==> config.mk <==
export PLATFORM = sky130hd
export DESIGN_NAME = sdram_controller
export DESIGN_NICKNAME = d
export VERILOG_FILES = /design/src/hw/sdram_pkg.sv /design/src/hw/ctrl_pkg.sv /design/src/hw/sdram_controller.sv /design/src/hw/cmd_sequencer.sv /design/src/hw/bank_tracker.sv /design/src/hw/refresh_timer.sv /design/src/hw/request_port.sv
export SDC_FILE = /design/constraint.sdc
export NUM_CORES = 1
export LEC_CHECK = 0
export ABC_AREA = 1
export ABC_CLOCK_PERIOD_IN_PS = 5950
export BUFFER_PORTS_ARGS = -buffer_cell sky130_fd_sc_hd__buf_2
export CORE_MARGIN = 1.5
export CORE_UTILIZATION = 55
export CTS_CLUSTER_DIAMETER = 30
export DETAILED_ROUTE_END_ITERATION = 10
export HOLD_SLACK_MARGIN = 0.12
export PLACE_DENSITY = 0.78
export SLEW_MARGIN = 20
export SYNTH_ARGS = -nofsm -noshare
export SYNTH_HDL_FRONTEND = slang
export SYNTH_SLANG_ARGS = --single-unit
==> constraint.sdc <==
create_clock -name clk -period 5.95 [get_ports clk]
set_input_delay 1.19 -clock clk [delete_from_list [all_inputs] [get_ports clk]]
set_output_delay 1.19 -clock clk [all_outputs]
set_load 0.02 [all_outputs]
==> src/hw/sdram_pkg.sv <==
// SDRAM device definitions
`default_nettype none

package sdram_pkg;

    // device geometry
    localparam int unsigned num_banks = 4;
    localparam int unsigned row_w     = 13;
    localparam int unsigned bank_w    = 2;
    localparam int unsigned col_w     = 8;
    localparam int unsigned data_w    = 32;

    // delays after a command, counted as extra cycles
    // 3-3-3 part, so each gap below is the value plus one
    localparam int unsigned t_pre       = 2;
    localparam int unsigned t_act       = 2;
    localparam int unsigned t_ref       = 6;
    localparam int unsigned cas_latency = 3;

    // cycles between auto-refresh requests
    localparam int unsigned refresh_interval = 752;

    // address pin layout
    localparam int unsigned a10_bit   = 10;
    localparam int unsigned col_shift = 2;

    // {cs, ras, cas, we}
    typedef enum logic [3:0] {
        cmd_unselected = 4'b1000,
        cmd_nop        = 4'b0111,
        cmd_active     = 4'b0011,
        cmd_read       = 4'b0101,
        cmd_write      = 4'b0100,
        cmd_precharge  = 4'b0010,
        cmd_refresh    = 4'b0001
    } sdram_cmd_e;

    // user address split, row on top and column at the bottom
    typedef struct packed {
        logic [row_w-1:0]  row;
        logic [bank_w-1:0] bank;
        logic [col_w-1:0]  col;
    } sdram_addr_t;

    // one registered command as seen on the pins
    typedef struct packed {
        sdram_cmd_e        cmd;
        logic [bank_w-1:0] ba;
        logic [row_w-1:0]  a;
    } sdram_bus_t;

endpackage

`default_nettype wire
==> src/hw/ctrl_pkg.sv <==
// SDRAM controller definitions
`default_nettype none

package ctrl_pkg;

    import sdram_pkg::*;

    // wide enough for the longest post-command wait
    localparam int unsigned delay_w = $clog2(t_ref + 1);

    // refresh interval counter width
    localparam int unsigned refresh_cnt_w = $clog2(refresh_interval);

    // one queued user access
    typedef struct packed {
        logic              write;
        sdram_addr_t       addr;
        logic [data_w-1:0] wdata;
    } user_req_t;

    typedef enum logic [3:0] {
        st_init,
        st_idle,
        st_precharge,
        st_activate,
        st_read,
        st_write,
        st_wait_delay,
        st_read_capture
    } seq_state_e;

    // open-row table result for the looked-up address
    typedef enum logic [1:0] {
        row_hit,
        bank_closed,
        row_conflict
    } row_lookup_e;

endpackage

`default_nettype wire

==> src/hw/sdram_controller.sv <==
// SDRAM controller top
`timescale 1ns/10ps
`default_nettype none

module sdram_controller
    import sdram_pkg::*;
    import ctrl_pkg::*;
(
    input  wire logic              clk,
    input  wire logic              rst,
    input  wire logic              req,
    input  wire user_req_t         req_data,
    input  wire logic [data_w-1:0] sdram_dqi,
    output logic                   ack,
    output logic                   rd_valid,
    output logic [data_w-1:0]      rd_data,
    output logic                   sdram_cke,
    output logic                   sdram_cs,
    output logic                   sdram_ras,
    output logic                   sdram_cas,
    output logic                   sdram_we,
    output logic [bank_w-1:0]      sdram_ba,
    output logic [row_w-1:0]       sdram_a,
    output logic [data_w-1:0]      sdram_dqo,
    output logic                   sdram_dq_oe
);

    logic        pending;
    user_req_t   held;
    logic        take;
    logic        refresh_due;
    logic        refresh_start;
    sdram_addr_t lookup_addr;
    row_lookup_e lookup;
    logic        open_row;
    logic        close_bank;
    logic        close_all;
    sdram_bus_t  pins;

    request_port u_port (
        .clk      (clk),
        .rst      (rst),
        .req      (req),
        .req_data (req_data),
        .take     (take),
        .ack      (ack),
        .pending  (pending),
        .held     (held)
    );

    refresh_timer u_refresh (
        .clk           (clk),
        .rst           (rst),
        .refresh_start (refresh_start),
        .refresh_due   (refresh_due)
    );

    bank_tracker u_banks (
        .clk         (clk),
        .rst         (rst),
        .lookup_addr (lookup_addr),
        .open_row    (open_row),
        .close_bank  (close_bank),
        .close_all   (close_all),
        .lookup      (lookup)
    );

    cmd_sequencer u_seq (
        .clk           (clk),
        .rst           (rst),
        .pending       (pending),
        .held          (held),
        .refresh_due   (refresh_due),
        .lookup        (lookup),
        .sdram_dqi     (sdram_dqi),
        .take          (take),
        .refresh_start (refresh_start),
        .open_row      (open_row),
        .close_bank    (close_bank),
        .close_all     (close_all),
        .lookup_addr   (lookup_addr),
        .pins          (pins),
        .cke           (sdram_cke),
        .sdram_dqo     (sdram_dqo),
        .dq_oe         (sdram_dq_oe),
        .rd_valid      (rd_valid),
        .rd_data       (rd_data)
    );

    // command code order is cs, ras, cas, we
    assign {sdram_cs, sdram_ras, sdram_cas, sdram_we} = pins.cmd;
    assign sdram_ba = pins.ba;
    assign sdram_a  = pins.a;

endmodule

`default_nettype wire

==> src/hw/cmd_sequencer.sv <==
// SDRAM command sequencer
`timescale 1ns/10ps
`default_nettype none

module cmd_sequencer
    import sdram_pkg::*;
    import ctrl_pkg::*;
(
    input  wire logic              clk,
    input  wire logic              rst,
    input  wire logic              pending,
    input  wire user_req_t         held,
    input  wire logic              refresh_due,
    input  wire row_lookup_e       lookup,
    input  wire logic [data_w-1:0] sdram_dqi,
    output logic                   take,
    output logic                   refresh_start,
    output logic                   open_row,
    output logic                   close_bank,
    output logic                   close_all,
    output sdram_addr_t            lookup_addr,
    output sdram_bus_t             pins,
    output logic                   cke,
    output logic [data_w-1:0]      sdram_dqo,
    output logic                   dq_oe,
    output logic                   rd_valid,
    output logic [data_w-1:0]      rd_data
);

    seq_state_e          state_q, state_d;
    seq_state_e          ret_q, ret_d;
    logic [delay_w-1:0]  delay_q, delay_d;
    logic                ref_q, ref_d;
    user_req_t           work_q, work_d;
    sdram_bus_t          pins_q, pins_d;
    logic                cke_q, cke_d;
    logic [data_w-1:0]   dqo_q, dqo_d;
    logic                oe_q, oe_d;
    logic [data_w-1:0]   rd_data_q, rd_data_d;
    logic                rd_valid_q, rd_valid_d;
    logic [row_w-1:0]    col_pins;

    // the queued request is classified while still idle
    assign lookup_addr = (state_q == st_idle) ? held.addr : work_q.addr;

    // column sits above the byte lanes, a10 stays low
    assign col_pins = row_w'(work_q.addr.col) << col_shift;

    always_comb begin
        state_d       = state_q;
        ret_d         = ret_q;
        delay_d       = delay_q;
        ref_d         = ref_q;
        work_d        = work_q;
        cke_d         = cke_q;
        pins_d.cmd    = cmd_nop;
        pins_d.ba     = '0;
        pins_d.a      = '0;
        dqo_d         = dqo_q;
        oe_d          = 1'b0;
        rd_data_d     = rd_data_q;
        rd_valid_d    = 1'b0;
        take          = 1'b0;
        refresh_start = 1'b0;
        open_row      = 1'b0;
        close_bank    = 1'b0;
        close_all     = 1'b0;

        case (state_q)
            st_init: begin
                // power-up wait and mode register load are not needed
                cke_d   = 1'b1;
                state_d = st_idle;
            end
            st_idle: begin
                if (refresh_due) begin
                    refresh_start = 1'b1;
                    ref_d         = 1'b1;
                    state_d       = st_precharge;
                end else if (pending) begin
                    take   = 1'b1;
                    work_d = held;
                    case (lookup)
                        row_hit:     state_d = held.write ? st_write : st_read;
                        bank_closed: state_d = st_activate;
                        default:     state_d = st_precharge;
                    endcase
                end
            end
            st_precharge: begin
                pins_d.cmd       = cmd_precharge;
                pins_d.ba        = work_q.addr.bank;
                pins_d.a[a10_bit] = ref_q;
                close_bank       = 1'b1;
                close_all        = ref_q;
                delay_d          = delay_w'(t_pre);
                ret_d            = ref_q ? st_idle : st_activate;
                state_d          = st_wait_delay;
            end
            st_activate: begin
                pins_d.cmd = cmd_active;
                pins_d.ba  = work_q.addr.bank;
                pins_d.a   = work_q.addr.row;
                open_row   = 1'b1;
                delay_d    = delay_w'(t_act);
                ret_d      = work_q.write ? st_write : st_read;
                state_d    = st_wait_delay;
            end
            st_read: begin
                pins_d.cmd = cmd_read;
                pins_d.ba  = work_q.addr.bank;
                pins_d.a   = col_pins;
                // two wait cycles put the capture on the third edge
                delay_d    = delay_w'(cas_latency - 2);
                ret_d      = st_read_capture;
                state_d    = st_wait_delay;
            end
            st_write: begin
                pins_d.cmd = cmd_write;
                pins_d.ba  = work_q.addr.bank;
                pins_d.a   = col_pins;
                dqo_d      = work_q.wdata;
                oe_d       = 1'b1;
                state_d    = st_idle;
            end
            st_wait_delay: begin
                delay_d = delay_q - 1'b1;
                if (delay_q == '0) begin
                    if (ref_q) begin
                        // all banks closed, now the auto-refresh itself
                        pins_d.cmd = cmd_refresh;
                        delay_d    = delay_w'(t_ref);
                        ref_d      = 1'b0;
                    end else begin
                        state_d = ret_q;
                    end
                end
            end
            st_read_capture: begin
                rd_data_d  = sdram_dqi;
                rd_valid_d = 1'b1;
                state_d    = st_idle;
            end
            default: state_d = st_init;
        endcase
    end

    always_ff @(posedge clk) begin
        if (rst) begin
            state_q    <= st_init;
            ret_q      <= st_idle;
            delay_q    <= '0;
            ref_q      <= 1'b0;
            cke_q      <= 1'b0;
            pins_q     <= '{cmd: cmd_nop, ba: '0, a: '0};
            oe_q       <= 1'b0;
            rd_valid_q <= 1'b0;
        end else begin
            state_q    <= state_d;
            ret_q      <= ret_d;
            delay_q    <= delay_d;
            ref_q      <= ref_d;
            cke_q      <= cke_d;
            pins_q     <= pins_d;
            oe_q       <= oe_d;
            rd_valid_q <= rd_valid_d;
        end
    end

    // payload registers
    always_ff @(posedge clk) begin
        work_q    <= work_d;
        dqo_q     <= dqo_d;
        rd_data_q <= rd_data_d;
    end

    assign pins      = pins_q;
    assign cke       = cke_q;
    assign sdram_dqo = dqo_q;
    assign dq_oe     = oe_q;
    assign rd_valid  = rd_valid_q;
    assign rd_data   = rd_data_q;

    a_oe_with_write: assert property (@(posedge clk) disable iff (rst)
        dq_oe |-> pins.cmd == cmd_write);

    a_access_on_open_row: assert property (@(posedge clk) disable iff (rst)
        (state_q == st_read || state_q == st_write) |-> lookup == row_hit);

endmodule

`default_nettype wire

==> src/hw/bank_tracker.sv <==
// Open row tracker
`timescale 1ns/10ps
`default_nettype none

module bank_tracker
    import sdram_pkg::*;
    import ctrl_pkg::*;
(
    input  wire logic        clk,
    input  wire logic        rst,
    input  wire sdram_addr_t lookup_addr,
    input  wire logic        open_row,
    input  wire logic        close_bank,
    input  wire logic        close_all,
    output row_lookup_e      lookup
);

    logic [num_banks-1:0] open_q;
    logic [row_w-1:0]     row_q [num_banks];

    // open flags per bank
    always_ff @(posedge clk) begin
        if (rst) begin
            open_q <= '0;
        end else if (close_bank) begin
            if (close_all) begin
                open_q <= '0;
            end else begin
                open_q[lookup_addr.bank] <= 1'b0;
            end
        end else if (open_row) begin
            open_q[lookup_addr.bank] <= 1'b1;
        end
    end

    // row number is only meaningful while the flag is set
    always_ff @(posedge clk) begin
        if (open_row) begin
            row_q[lookup_addr.bank] <= lookup_addr.row;
        end
    end

    always_comb begin
        if (!open_q[lookup_addr.bank]) begin
            lookup = bank_closed;
        end else if (row_q[lookup_addr.bank] == lookup_addr.row) begin
            lookup = row_hit;
        end else begin
            lookup = row_conflict;
        end
    end

endmodule

`default_nettype wire

==> src/hw/refresh_timer.sv <==
// Refresh interval timer
`timescale 1ns/10ps
`default_nettype none

module refresh_timer
    import sdram_pkg::*;
    import ctrl_pkg::*;
(
    input  wire logic clk,
    input  wire logic rst,
    input  wire logic refresh_start,
    output logic      refresh_due
);

    logic [refresh_cnt_w-1:0] count_q;
    logic                     due_q;

    always_ff @(posedge clk) begin
        if (rst) begin
            count_q <= '0;
            due_q   <= 1'b0;
        end else if (refresh_start) begin
            // refresh taken, restart the interval
            count_q <= '0;
            due_q   <= 1'b0;
        end else if (count_q == refresh_cnt_w'(refresh_interval - 1)) begin
            count_q <= '0;
            due_q   <= 1'b1;
        end else begin
            count_q <= count_q + 1'b1;
        end
    end

    assign refresh_due = due_q;

    a_start_when_due: assert property (@(posedge clk) disable iff (rst)
        refresh_start |-> refresh_due);

endmodule

`default_nettype wire

==> src/hw/request_port.sv <==
// User request port
`timescale 1ns/10ps
`default_nettype none

module request_port
    import ctrl_pkg::*;
(
    input  wire logic      clk,
    input  wire logic      rst,
    input  wire logic      req,
    input  wire user_req_t req_data,
    input  wire logic      take,
    output logic           ack,
    output logic           pending,
    output user_req_t      held
);

    logic      ack_q;
    logic      full_q;
    user_req_t held_q;
    logic      capture;

    // new request only once the previous handshake has closed
    assign capture = req && !ack_q && !full_q;

    always_ff @(posedge clk) begin
        if (rst) begin
            ack_q  <= 1'b0;
            full_q <= 1'b0;
        end else begin
            if (capture) begin
                ack_q <= 1'b1;
            end else if (!req) begin
                ack_q <= 1'b0;
            end
            if (capture) begin
                full_q <= 1'b1;
            end else if (take) begin
                full_q <= 1'b0;
            end
        end
    end

    always_ff @(posedge clk) begin
        if (capture) begin
            held_q <= req_data;
        end
    end

    assign ack     = ack_q;
    assign pending = full_q;
    assign held    = held_q;

    a_ack_after_req: assert property (@(posedge clk) disable iff (rst)
        $rose(ack) |-> $past(req));

    a_take_when_pending: assert property (@(posedge clk) disable iff (rst)
        take |-> pending);

endmodule

`default_nettype wire

==> metrics, run 1 <==
# setup viols final=0; CP top delay family=simple AND/OR/NAND/NOR gates; Slew @ Worst Pin=1.02 ns; Psw=around 0.0018 W; worst-path fanout max=25; Core ar.=17,400 µm²; largest family of logic cells by synthesized area=simple AND/OR/NAND/NOR gates; Chip Height=around 140 µm; grt ovf=0; drt wl/cell=~16 µm; register area share after synthesis=around four fifths; Compound-Gate Fraction of Synth Area=under 10%; CP max stage delay=~0.52 ns; status=finished, final reports clean; commonest non-fill, non-tap cell in the layout=edfxtp_1; Worst Hold Class=reg -> reg; total CTS buffers=42; I/O pin cnt=178; CTS tree=yes; commonest cells after routing, fill and taps aside=edfxtp_1 (228), nand2_1 (209), buf_2 (176), inv_1 (56), dfxtp_1 (48); buffer and inverter count on the worst path=3; maximum VDD drop=a little over 400 µV; Slew Limit Fails=0; YS warnings=0; hold-fix buffers at CTS=0; Initial DRC Count=just over 400; slowest cell on the critical path=nor2_2; gr usage total=a little over a fifth; area grow syn2layout=26.7%; Critical Path Sink Type=flip-flop; Clk pin slew, worst setup/hold paths=around 0.06 ns; Synth cell types=41; Clock Power Share=41.6%; global-route wire length before repair=30,500 µm; largest net degree at the start of global routing=57; Sink Count=between 200 and 300; power per cell area=between 400 and 500 nW/µm²; CP most frequent cell=nor2_2; Post-Syn Instances=719; Slew headroom=a little under a third; Leak=approximately 5.0 nW; final wirelength=about 20,000 µm; RSZ-0062 raised after global routing=no; CTS H-tree depth=2; syn avg cell area=around 14 µm²; Total Nets Final=1,026; Pre-antenna DRT Iters=5; port bufs=176; Combinational Power Share=between 15 and 20%; proportion of layout cells with a drive suffix above 1=between 20% and 30%; via/cell ratio=between 5 and 6; antenna violations before repair=2; mapped cell area=about 10000 µm²; register bit count reported by yosys=approximately 280; DP HPWL=around 13,000 µm; via count=5,998; Skew-Pair Late Insertion Delay=0.52 ns; CP Class=reg -> reg; final core area utilization=between 70 and 80%; starting density of the core=between 50 and 60%; CP Launch Type=flip-flop; post-CTS setup buffer count=0; share of the synthesized area in the top cell type=between 60% and 70%; crit path DAT=2.81 ns; RePlAce Congestion=0.837; worst-path cell chain=inv_4 -> nand3_4 -> o21ai_4 -> inv_2 -> nor2_2 -> inv_1 -> nor2_2; switching fraction of total power=around 30%; Synth Area in Adders=0.381%; die width=around 140 µm; Simple-Gate Fraction of Synth Area=about an eighth; vias in the first global route=roughly 6,000; minimum clock period=between 2 and 3 ns; Hold Violations, Final=0; syn nets=between 800 and 900; ANT nets after route=0; Die Area=18,700 µm²; top cells by area, synth=edfxtp_1 (70%), dfxtp_1 (9.8%), nand2_1 (8.0%); # DRC=0; post-synth top area cell=edfxtp_1; P_int=between 0.004 and 0.005 W; max_cap viols=0; Reg power frac=between 40% and 50%; multiplexer share of the synthesized area=0%; setup tns final=0 ns; Final period util=about 45%; clk root buf=clkbuf_16; Max Clk Rate=about 380 MHz; Data required, critical path=6.10 ns; row cnt=48; post_cts resized=0; Clock Skew=0.0204 ns; post-synthesis xor/xnor area fraction=less than 1%; Clock Path Buffers=3
metrics by stage:
stage	std cells	power [W]	hold slack (ns)	area [µm²]	worst slack, ns
2_1_floorplan	719	0.00328	0.400	9850	0.741
3_3_place_gp	1113	0.00350	0.400	11000	3.02
3_5_place_dp	1113	0.00355	0.405	11000	2.80
4_1_cts	1191	0.00609	0.414	12500	2.85
5_1_grt	1193	0.00634	0.416	12500	3.00
6_report	1193	0.00606	0.412	12500	3.29
Yosys cell counts (all sizes together):
master / n
nand4: 5
nor4: 1
nand3b: 5
ha: 3
o21ai: 19
edfxtp: 228
nor3: 8
a21oi: 28
a221oi: 4
o21a: 3
o31ai: 1
conb: 1
o22ai: 1
nor3b: 1
a211oi: 4
inv: 61
o21bai: 1
nand2: 216
o32ai: 1
xor2: 1
buf: 10
clkinv: 1
a31oi: 1
nor2: 42
clkbuf: 3
dfxtp: 48
nand3: 22
cell type report:
class	count	area, µm²
repair buffers	182	926
diodes	2	5.00
clock inverters	32	388
fillers	1139	4930
clock buffers	46	1110
multi-input cells	368	1730
flip-flops and latches	276	7810
well taps	225	282
inverters	62	235
path summary, 6_finish.rpt:
| path | startpoint | end | slack [ns] | cells after the start |
|---|---|---|---|---|
| max | u_seq.state_q[2] | u_banks.row_q[2][11] | 3.29 | 7 |
| max reg2reg | u_seq.state_q[2] | u_banks.row_q[2][11] | 3.29 | 7 |
| min | u_seq.work_q[9] | u_seq.sdram_dqo[9] | 0.41 | 0 |
| min reg2reg | u_seq.work_q[9] | u_seq.sdram_dqo[9] | 0.41 | 0 |
metal layers:
metal | up-vias | global-route usage, % | part of all wire (%)
met2 | 237 | 36.5 | 51
met3 | 32 | 4.89 | 6.4
met5 | - | 0 | 0
met4 | 0 | 9.94 | 2.8
li1 | 2919 | - | -
met1 | 2810 | 26.9 | 40
state kept, by name (all words and copies together), names as in the netlist, 3 cells and up:
register	cells
u_banks.row_q	52
u_seq.rd_data	32
u_seq.work_q	48
u_seq.pins	18
u_seq.col_pins	8
u_refresh.count_q	10
u_seq.sdram_dqo	32
u_banks.open_q	4
u_seq.delay_q	3
u_seq.ret_q	3
u_seq.state_q	3
u_port.held	56
power by group through the flow:
stage          Combinational [W]  Sequential, W  Clock (W)
2_1_floorplan           0.000759        0.00252          0
3_3_place_gp             0.00104        0.00246          0
3_5_place_dp             0.00108        0.00247          0
4_1_cts                  0.00110        0.00244    0.00256
5_1_grt                  0.00125        0.00245    0.00264
6_report                 0.00110        0.00243    0.00252
logic make-up (layout without fill, tap and decap cells):
| group | count (synthesis) | count (layout) |
|---|---|---|
| AOI/OAI and AO/OA | 63 | 63 |
| xor gates and xnor gates | 1 | 1 |
| adders and majority gates | 3 | 3 |
| buffers and inverters | 75 | 322 |
| DFF | 276 | 276 |
| other | 1 | 3 |
| and+or+nand+nor | 300 | 300 |
worst register-to-register path: cells and delay by family (launching register included):
kind            cells  cell delay (ns)
compound gates      1             0.47
buf+inv             3             0.44
flops               1             0.39
simple gates        3             0.98
Note: power is estimated with default switching activity, not from simulation.
==> run 2: changes to the inputs <==
--- a/config.mk
+++ b/config.mk
@@ -5,8 +5,8 @@
 export SDC_FILE = /design/constraint.sdc
 export NUM_CORES = 1
 export LEC_CHECK = 0
-export ABC_AREA = 1
-export ABC_CLOCK_PERIOD_IN_PS = 5950
+export ABC_AREA = 0
+export ABC_CLOCK_PERIOD_IN_PS = 2700
 export BUFFER_PORTS_ARGS = -buffer_cell sky130_fd_sc_hd__buf_2
 export CORE_MARGIN = 1.5
 export CORE_UTILIZATION = 55
==> constraint.sdc (replaced) <==
create_clock -name clk -period 2.7 [get_ports clk]
set_input_delay 0.54 -clock clk [delete_from_list [all_inputs] [get_ports clk]]
set_output_delay 0.54 -clock clk [all_outputs]
set_load 0.02 [all_outputs]
==> run 2 against run 1 <==
Net effect:
- the flow now finishes with violations (setup timing)
- non-clock buffer count rose by 27
- maximum frequency fell by 1.9%
- clock skew rose by 0.0010 ns
- power rose by 110%
- first-iteration DRC count rose by 17%
- utilization fell by 0.30 points
- flip-flop and latch count did not move
- critical path type unchanged
- largest cell class unchanged
- largest power group is now registers
==> metrics, run 2 <==
gr usage total=22.1% (+0.44 points); Sink Count=276 (unchanged); failing checks=setup timing; global-route wire length before repair=31,200 µm (+2.4%); Post-Syn Instances=603 (-16%); DP HPWL=13,200 µm (+3.4%); # diodes=0 (-2); proportion of layout cells with a drive suffix above 1=35.4% (+5.5 points); CP Launch Type=flip-flop; mapped cell area=10,000 µm² (+1.7%); final wirelength=21,000 µm (+7.3%); top cells by area, synth=edfxtp_1 (68%), dfxtp_1 (9.6%), mux2i_1 (5.0%); Slew headroom=44.5% (+13 points); ys flop type=edfxtp_1; hold-fix buffers at CTS=0 (unchanged); minimum clock period=2.71 ns (+0.0527 ns); P_int=0.00926 W (+120%); die width=138 µm (+0.84%); Slew Limit Fails=0 (unchanged); CP Class=reg -> reg; Critical Path Sink Type=flip-flop; max_cap viols=0 (unchanged); clk root buf=clkbuf_16; Final WS setup=-0.0123 ns (-3.30 ns); Combinational Power Share=19.4% (+1.2 points); Initial DRC Count=473 (+17%); Psw=0.00353 W (+97%); CTS tree=yes; I/O pin cnt=178 (unchanged); largest net degree at the start of global routing=57 (unchanged); port bufs=176 (unchanged); setup tns final=-0.0123 ns (-0.0123 ns); share of the synthesized area in the top cell type=68.3% (-1.2 points); Clock Path Buffers=3 (unchanged); share of flip-flops with an asynchronous set or reset=0% (unchanged); Core ar.=17,900 µm² (+2.8%); final core area utilization=71.4% (-0.30 points); switching fraction of total power=27.6% (-1.9 points); Worst R2R Path Depth=8 (+1); Hold Violations, Final=0 (unchanged); RSZ-0062 raised after global routing=yes; via/cell ratio=5.41 (+7.7%); Die Area=19,000 µm² (+1.7%); Slew @ Worst Pin=0.828 ns (-0.193 ns); register bit count reported by yosys=276 (unchanged); total CTS buffers=41 (-2.4%); worst-path fanout max=4 (-84%); Clock Skew=0.0214 ns (+0.00105 ns); Post-synth top cells=edfxtp_1 (228), mux2i_1 (50), dfxtp_1 (48), nor2_1 (38), nand2_1 (31); via count=5,889 (-1.8%); Data required, critical path=3.16 ns (-2.94 ns); Final Cell Area=12,800 µm² (+2.4%); final std cells w/o fill=1,088 (-8.8%); power per cell area=1000 nW/µm² (+110%); drt wl/cell=19.3 µm (+18%); ANT nets after route=0 (unchanged); Chip Height=138 µm (+0.84%); Cell Area, Placed=11,400 µm² (+3.7%); commonest cells after routing, fill and taps aside=edfxtp_1 (228), buf_2 (176), mux2i_1 (47), dfxtp_1 (46), clkbuf_16 (41); area grow syn2layout=27.5%; Worst Hold Class=in -> reg; Pre-antenna DRT Iters=5 (unchanged); YS warnings=0 (unchanged); syn avg cell area=16.6 µm² (+21%); Clock Power Share=39.1% (-2.5 points); Clk pin slew, worst setup/hold paths=0.06 ns (about the same); Post-synth EDFFs=228 (unchanged); row cnt=49 (+2.1%); starting density of the core=56.0% (-0.58 points); grt ovf=0 (unchanged); vias in the first global route=6,016 (+0.28%); post-synth top area cell=edfxtp_1; Skew-Pair Late Insertion Delay=0.53 ns (about the same); # setup viols final=1 (+1); CTS H-tree depth=2 (unchanged); crit path DAT=3.18 ns (+0.37 ns); syn nets=697 (-14%); # DRC=0 (unchanged); commonest non-fill, non-tap cell in the layout=edfxtp_1; Synth cell types=50 (+22%); RePlAce Congestion=0.830 (-0.77%); register area share after synthesis=77.9% (-1.3 points); Total Nets Final=925 (-9.8%); most frequent cell after synthesis=edfxtp_1; Leak=4.92 nW (-1.7%); Max Clk Rate=369 MHz (-1.9%); antenna violations before repair=0 (-2); Reg power frac=41.5% (+1.3 points); Worst Hold Depth=1 (+1); Placed Cells=1,012 (-9.1%); max reg flops=56 (unchanged); maximum VDD drop=769 µV (+89%); status=complete, but fails checks; Final period util=100% (+56 points)
-- run 2: repair_timing --
| action | 4_1_cts | 5_1_grt |
|---|---|---|
| buffers inserted | 1 | 4 |
| setup endpoints to repair | 3 | 3 |
| pin swaps | 1 | 0 |
| resized for setup | 6 | 6 |
-- run 2: worst paths after layout --
check                                 startpoint                 to  slack [ns]
worst max register to register  u_seq.state_q[2]   u_seq.state_q[2]       -0.01
worst min register to register   u_port.held[15]   u_seq.work_q[15]        0.41
worst max-delay path            u_seq.state_q[2]   u_seq.state_q[2]       -0.01
worst min-delay path               sdram_dqi[13]  u_seq.rd_data[13]        0.18
-- run 2: worst max-delay path, cell delays in order (launching register included) --
cell     delay, ns
dfxtp_2       0.32
or3b_4        0.41
mux2_4        0.35
mux4_2        0.45
mux2i_1       0.18
xnor2_1       0.11
or4_4         0.46
nor4_4        0.18
a31o_1        0.19
-- run 2: per-stage QoR --
step	setup WS [ns]	hold WS, ns	power [W]
2_1_floorplan	-0.0862	0.400	0.00694
3_3_place_gp	0.0603	0.400	0.00756
3_5_place_dp	-0.0282	0.405	0.00767
4_1_cts	-0.0283	0.168	0.0128
5_1_grt	-0.134	0.158	0.0133
6_report	-0.0123	0.179	0.0128
-- run 2: cells by family (layout without fill, tap and decap cells) --
| kind of cell | after synthesis | count (layout) | synth area share [%] |
|---|---|---|---|
| fa+ha+maj | 3 | 3 | 0.375 |
| xor+xnor | 29 | 29 | 2.53 |
| flops | 276 | 276 | 77.9 |
| compound gates | 65 | 65 | 4.10 |
| buf+inv | 49 | 305 | 2.04 |
| simple gates | 119 | 119 | 5.72 |
| mux | 61 | 61 | 7.28 |
| other cells | 1 | 1 | 0.0374 |
-- run 2: routing by layer --
layer	up-vias	GRT usage (%)	routed length [µm]
met1	2887	26.5	7900
met2	261	38.6	11300
met5	-	0	0
met4	0	8.91	511
met3	35	5.30	1340
li1	2706	-	-
-- run 2: area by class of cell --
class	instances	area, µm²
clock buffers	46	1050
clock inverters	25	258
fillers	1092	5130
inverters	25	93.8
multi-input cells	278	2100
flip-flops and latches	276	7810
well taps	229	287
repair buffers	209	1170
-- run 2: power groups by stage --
stage | combinational (W) | clock [W] | sequential [W]
after floorplan | 0.00144 | 0 | 0.00550
after global placement | 0.00220 | 0 | 0.00535
after detailed placement | 0.00230 | 0 | 0.00537
after CTS | 0.00239 | 0.00506 | 0.00530
after global routing | 0.00269 | 0.00527 | 0.00534
final | 0.00249 | 0.00500 | 0.00531
==> run 3: changes to the inputs <==
--- a/config.mk
+++ b/config.mk
@@ -14,6 +14,7 @@
 export DETAILED_ROUTE_END_ITERATION = 10
 export HOLD_SLACK_MARGIN = 0.12
 export PLACE_DENSITY = 0.78
+export SKIP_CTS_REPAIR_TIMING = 1
 export SLEW_MARGIN = 20
 export SYNTH_ARGS = -nofsm -noshare
 export SYNTH_HDL_FRONTEND = slang
==> run 3 against run 2 <==
Net effect:
- the run still ends with setup timing left
- global-route usage about the same
- sequential power about the same
- worst hold slack worse by 0.00064 ns
- cell area down 0.27%
- via count down 0.10%
- power down 0.32%
- clock-buffer cell count unchanged
- critical path type unchanged
- critical endpoint unchanged
- highest routed layer unchanged
==> metrics, run 3 (same netlist as run 2, synthesis figures left out) <==
Max Clk Rate=368 MHz (-0.22%); area grow syn2layout=27.2%; drt wl/cell=19.3 µm (+0.15%); Tot Pwr=0.0127 W (-0.32%); # diodes=0 (unchanged); CP Class=reg -> reg; row cnt=49 (unchanged); die width=138 µm (unchanged); status=complete, but fails checks; Chip Height=138 µm (unchanged); Core ar.=17,900 µm² (unchanged); maximum VDD drop=767 µV (-0.32%); setup tns final=-0.0184 ns (-0.00608 ns); Clk pin slew, worst setup/hold paths=0.06 ns (about the same); Critical Path Sink Type=flip-flop; Worst Hold Class=in -> reg; power per cell area=1000 nW/µm² (about the same); RSZ-0062 raised after global routing=yes; ANT nets after route=0 (unchanged); RePlAce Congestion=0.830 (unchanged); failing checks=setup timing; Slew Limit Fails=0 (unchanged); Total Nets Final=921 (-0.43%); DP HPWL=13,200 µm (unchanged); Slew @ Worst Pin=0.853 ns (+0.0252 ns); antenna violations before repair=0 (unchanged); via count=5,883 (-0.10%); commonest non-fill, non-tap cell in the layout=edfxtp_1; commonest cells after routing, fill and taps aside=edfxtp_1 (228), buf_2 (176), mux2i_1 (46), dfxtp_1 (46), clkbuf_16 (41); # DRC=0 (unchanged); wire length on met2=11,100 µm (-1.3%); Hold Violations, Final=0 (unchanged); CP Launch Type=flip-flop; Final period util=101% (+0.23 points); port bufs=176 (unchanged); # setup viols final=1 (unchanged); Leak=4.89 nW (-0.55%); via/cell ratio=5.43 (+0.27%); Final WS setup=-0.0184 ns (-0.00608 ns); vias in the first global route=6,000 (-0.27%); Pre-antenna DRT Iters=6 (+1); grt ovf=0 (unchanged); top layer in use=met4; Clock Path Buffers=3 (unchanged); Die Area=19,000 µm² (unchanged); final wirelength=21,000 µm (-0.22%); Data required, critical path=3.17 ns (about the same); met3 WL post-DR=1440 µm (+7.3%); total CTS buffers=41 (unchanged); Slew headroom=42.8% (-1.7 points); CTS H-tree depth=2 (unchanged); Skew-Pair Late Insertion Delay=0.53 ns (about the same); crit path DAT=3.18 ns (about the same); largest net degree at the start of global routing=57 (unchanged); proportion of layout cells with a drive suffix above 1=35.2% (-0.19 points); Initial DRC Count=488 (+3.2%); I/O pin cnt=178 (unchanged); CTS tree=yes; gr usage total=22.1% (about the same); worst-path fanout max=4 (unchanged); max_cap viols=0 (unchanged); Sink Count=276 (unchanged); max reg flops=56 (unchanged); clk root buf=clkbuf_16; minimum clock period=2.72 ns (+0.00608 ns); starting density of the core=56.0% (unchanged); global-route wire length before repair=31,200 µm (about the same); Metal-1 WL=7830 µm (-0.86%); Clock Skew=0.0221 ns (+0.000636 ns); flop2flop setup slack=-0.02 ns (about the same)
==> run 3: cell types whose count changed in the layout (fill, tap and decap cells not counted) <==
cell | before | now
mux2i_4 | 1 | 0
mux2i_1 | 47 | 46
mux2i_2 | 2 | 4
buf_4 | 28 | 24
==> run 3: through the flow <==
| stage | instances | worst slack [ns] | util [%] | hold WS (ns) | cell area, µm² |
|---|---|---|---|---|---|
| finish | 1084 | -0.0184 | 71.2 | 0.179 | 12700 |
| global route | 1084 | -0.138 | 71.2 | 0.158 | 12700 |
| CTS | 1083 | -0.113 | 70.9 | 0.168 | 12700 |
| detailed placement | 1012 | -0.0282 | 63.5 | 0.405 | 11400 |
| global placement | 1012 | 0.0603 | 63.5 | 0.400 | 11400 |
| floorplan | 603 | -0.0862 | - | 0.400 | 10100 |
==> run 3: routing by layer <==
metal	global-route usage, %	vias up
met3	5.30	47
met4	8.28	0
met1	26.4	2879
li1	-	2695
met2	38.9	262
met5	0	-
==> run 3: final timing paths <==
kind	start	end	cells after the start
max	u_seq.state_q[2]	u_seq.state_q[2]	8
min	sdram_dqi[13]	u_seq.rd_data[13]	1
max reg2reg	u_seq.state_q[2]	u_seq.state_q[2]	8
min reg2reg	u_port.held[15]	u_seq.work_q[15]	0
==> run 3: layout make-up <==
type                    count  area [µm²]
flip-flops and latches    276        7810
fillers                  1101        5160
multi-input cells         278        2090
repair buffers            205        1140
clock buffers              46        1050
well taps                 229         287
clock inverters            25         258
inverters                  25        93.8
==> run 3: report_power, final <==
| part | leakage [nW] | switching (W) | internal [W] |
|---|---|---|---|
| registers | 2.47 | 0.000154 | 0.00515 |
| clock network | 0.638 | 0.00186 | 0.00313 |
| logic | 1.78 | 0.00151 | 0.000934 |
==> run 3: critical path: stages (launching register included) <==
cell,delay (ns)
dfxtp_2,0.32
or3b_4,0.41
mux2_4,0.35
mux4_2,0.45
mux2i_1,0.18
xnor2_1,0.11
or4_4,0.46
nor4_4,0.18
a31o_1,0.19
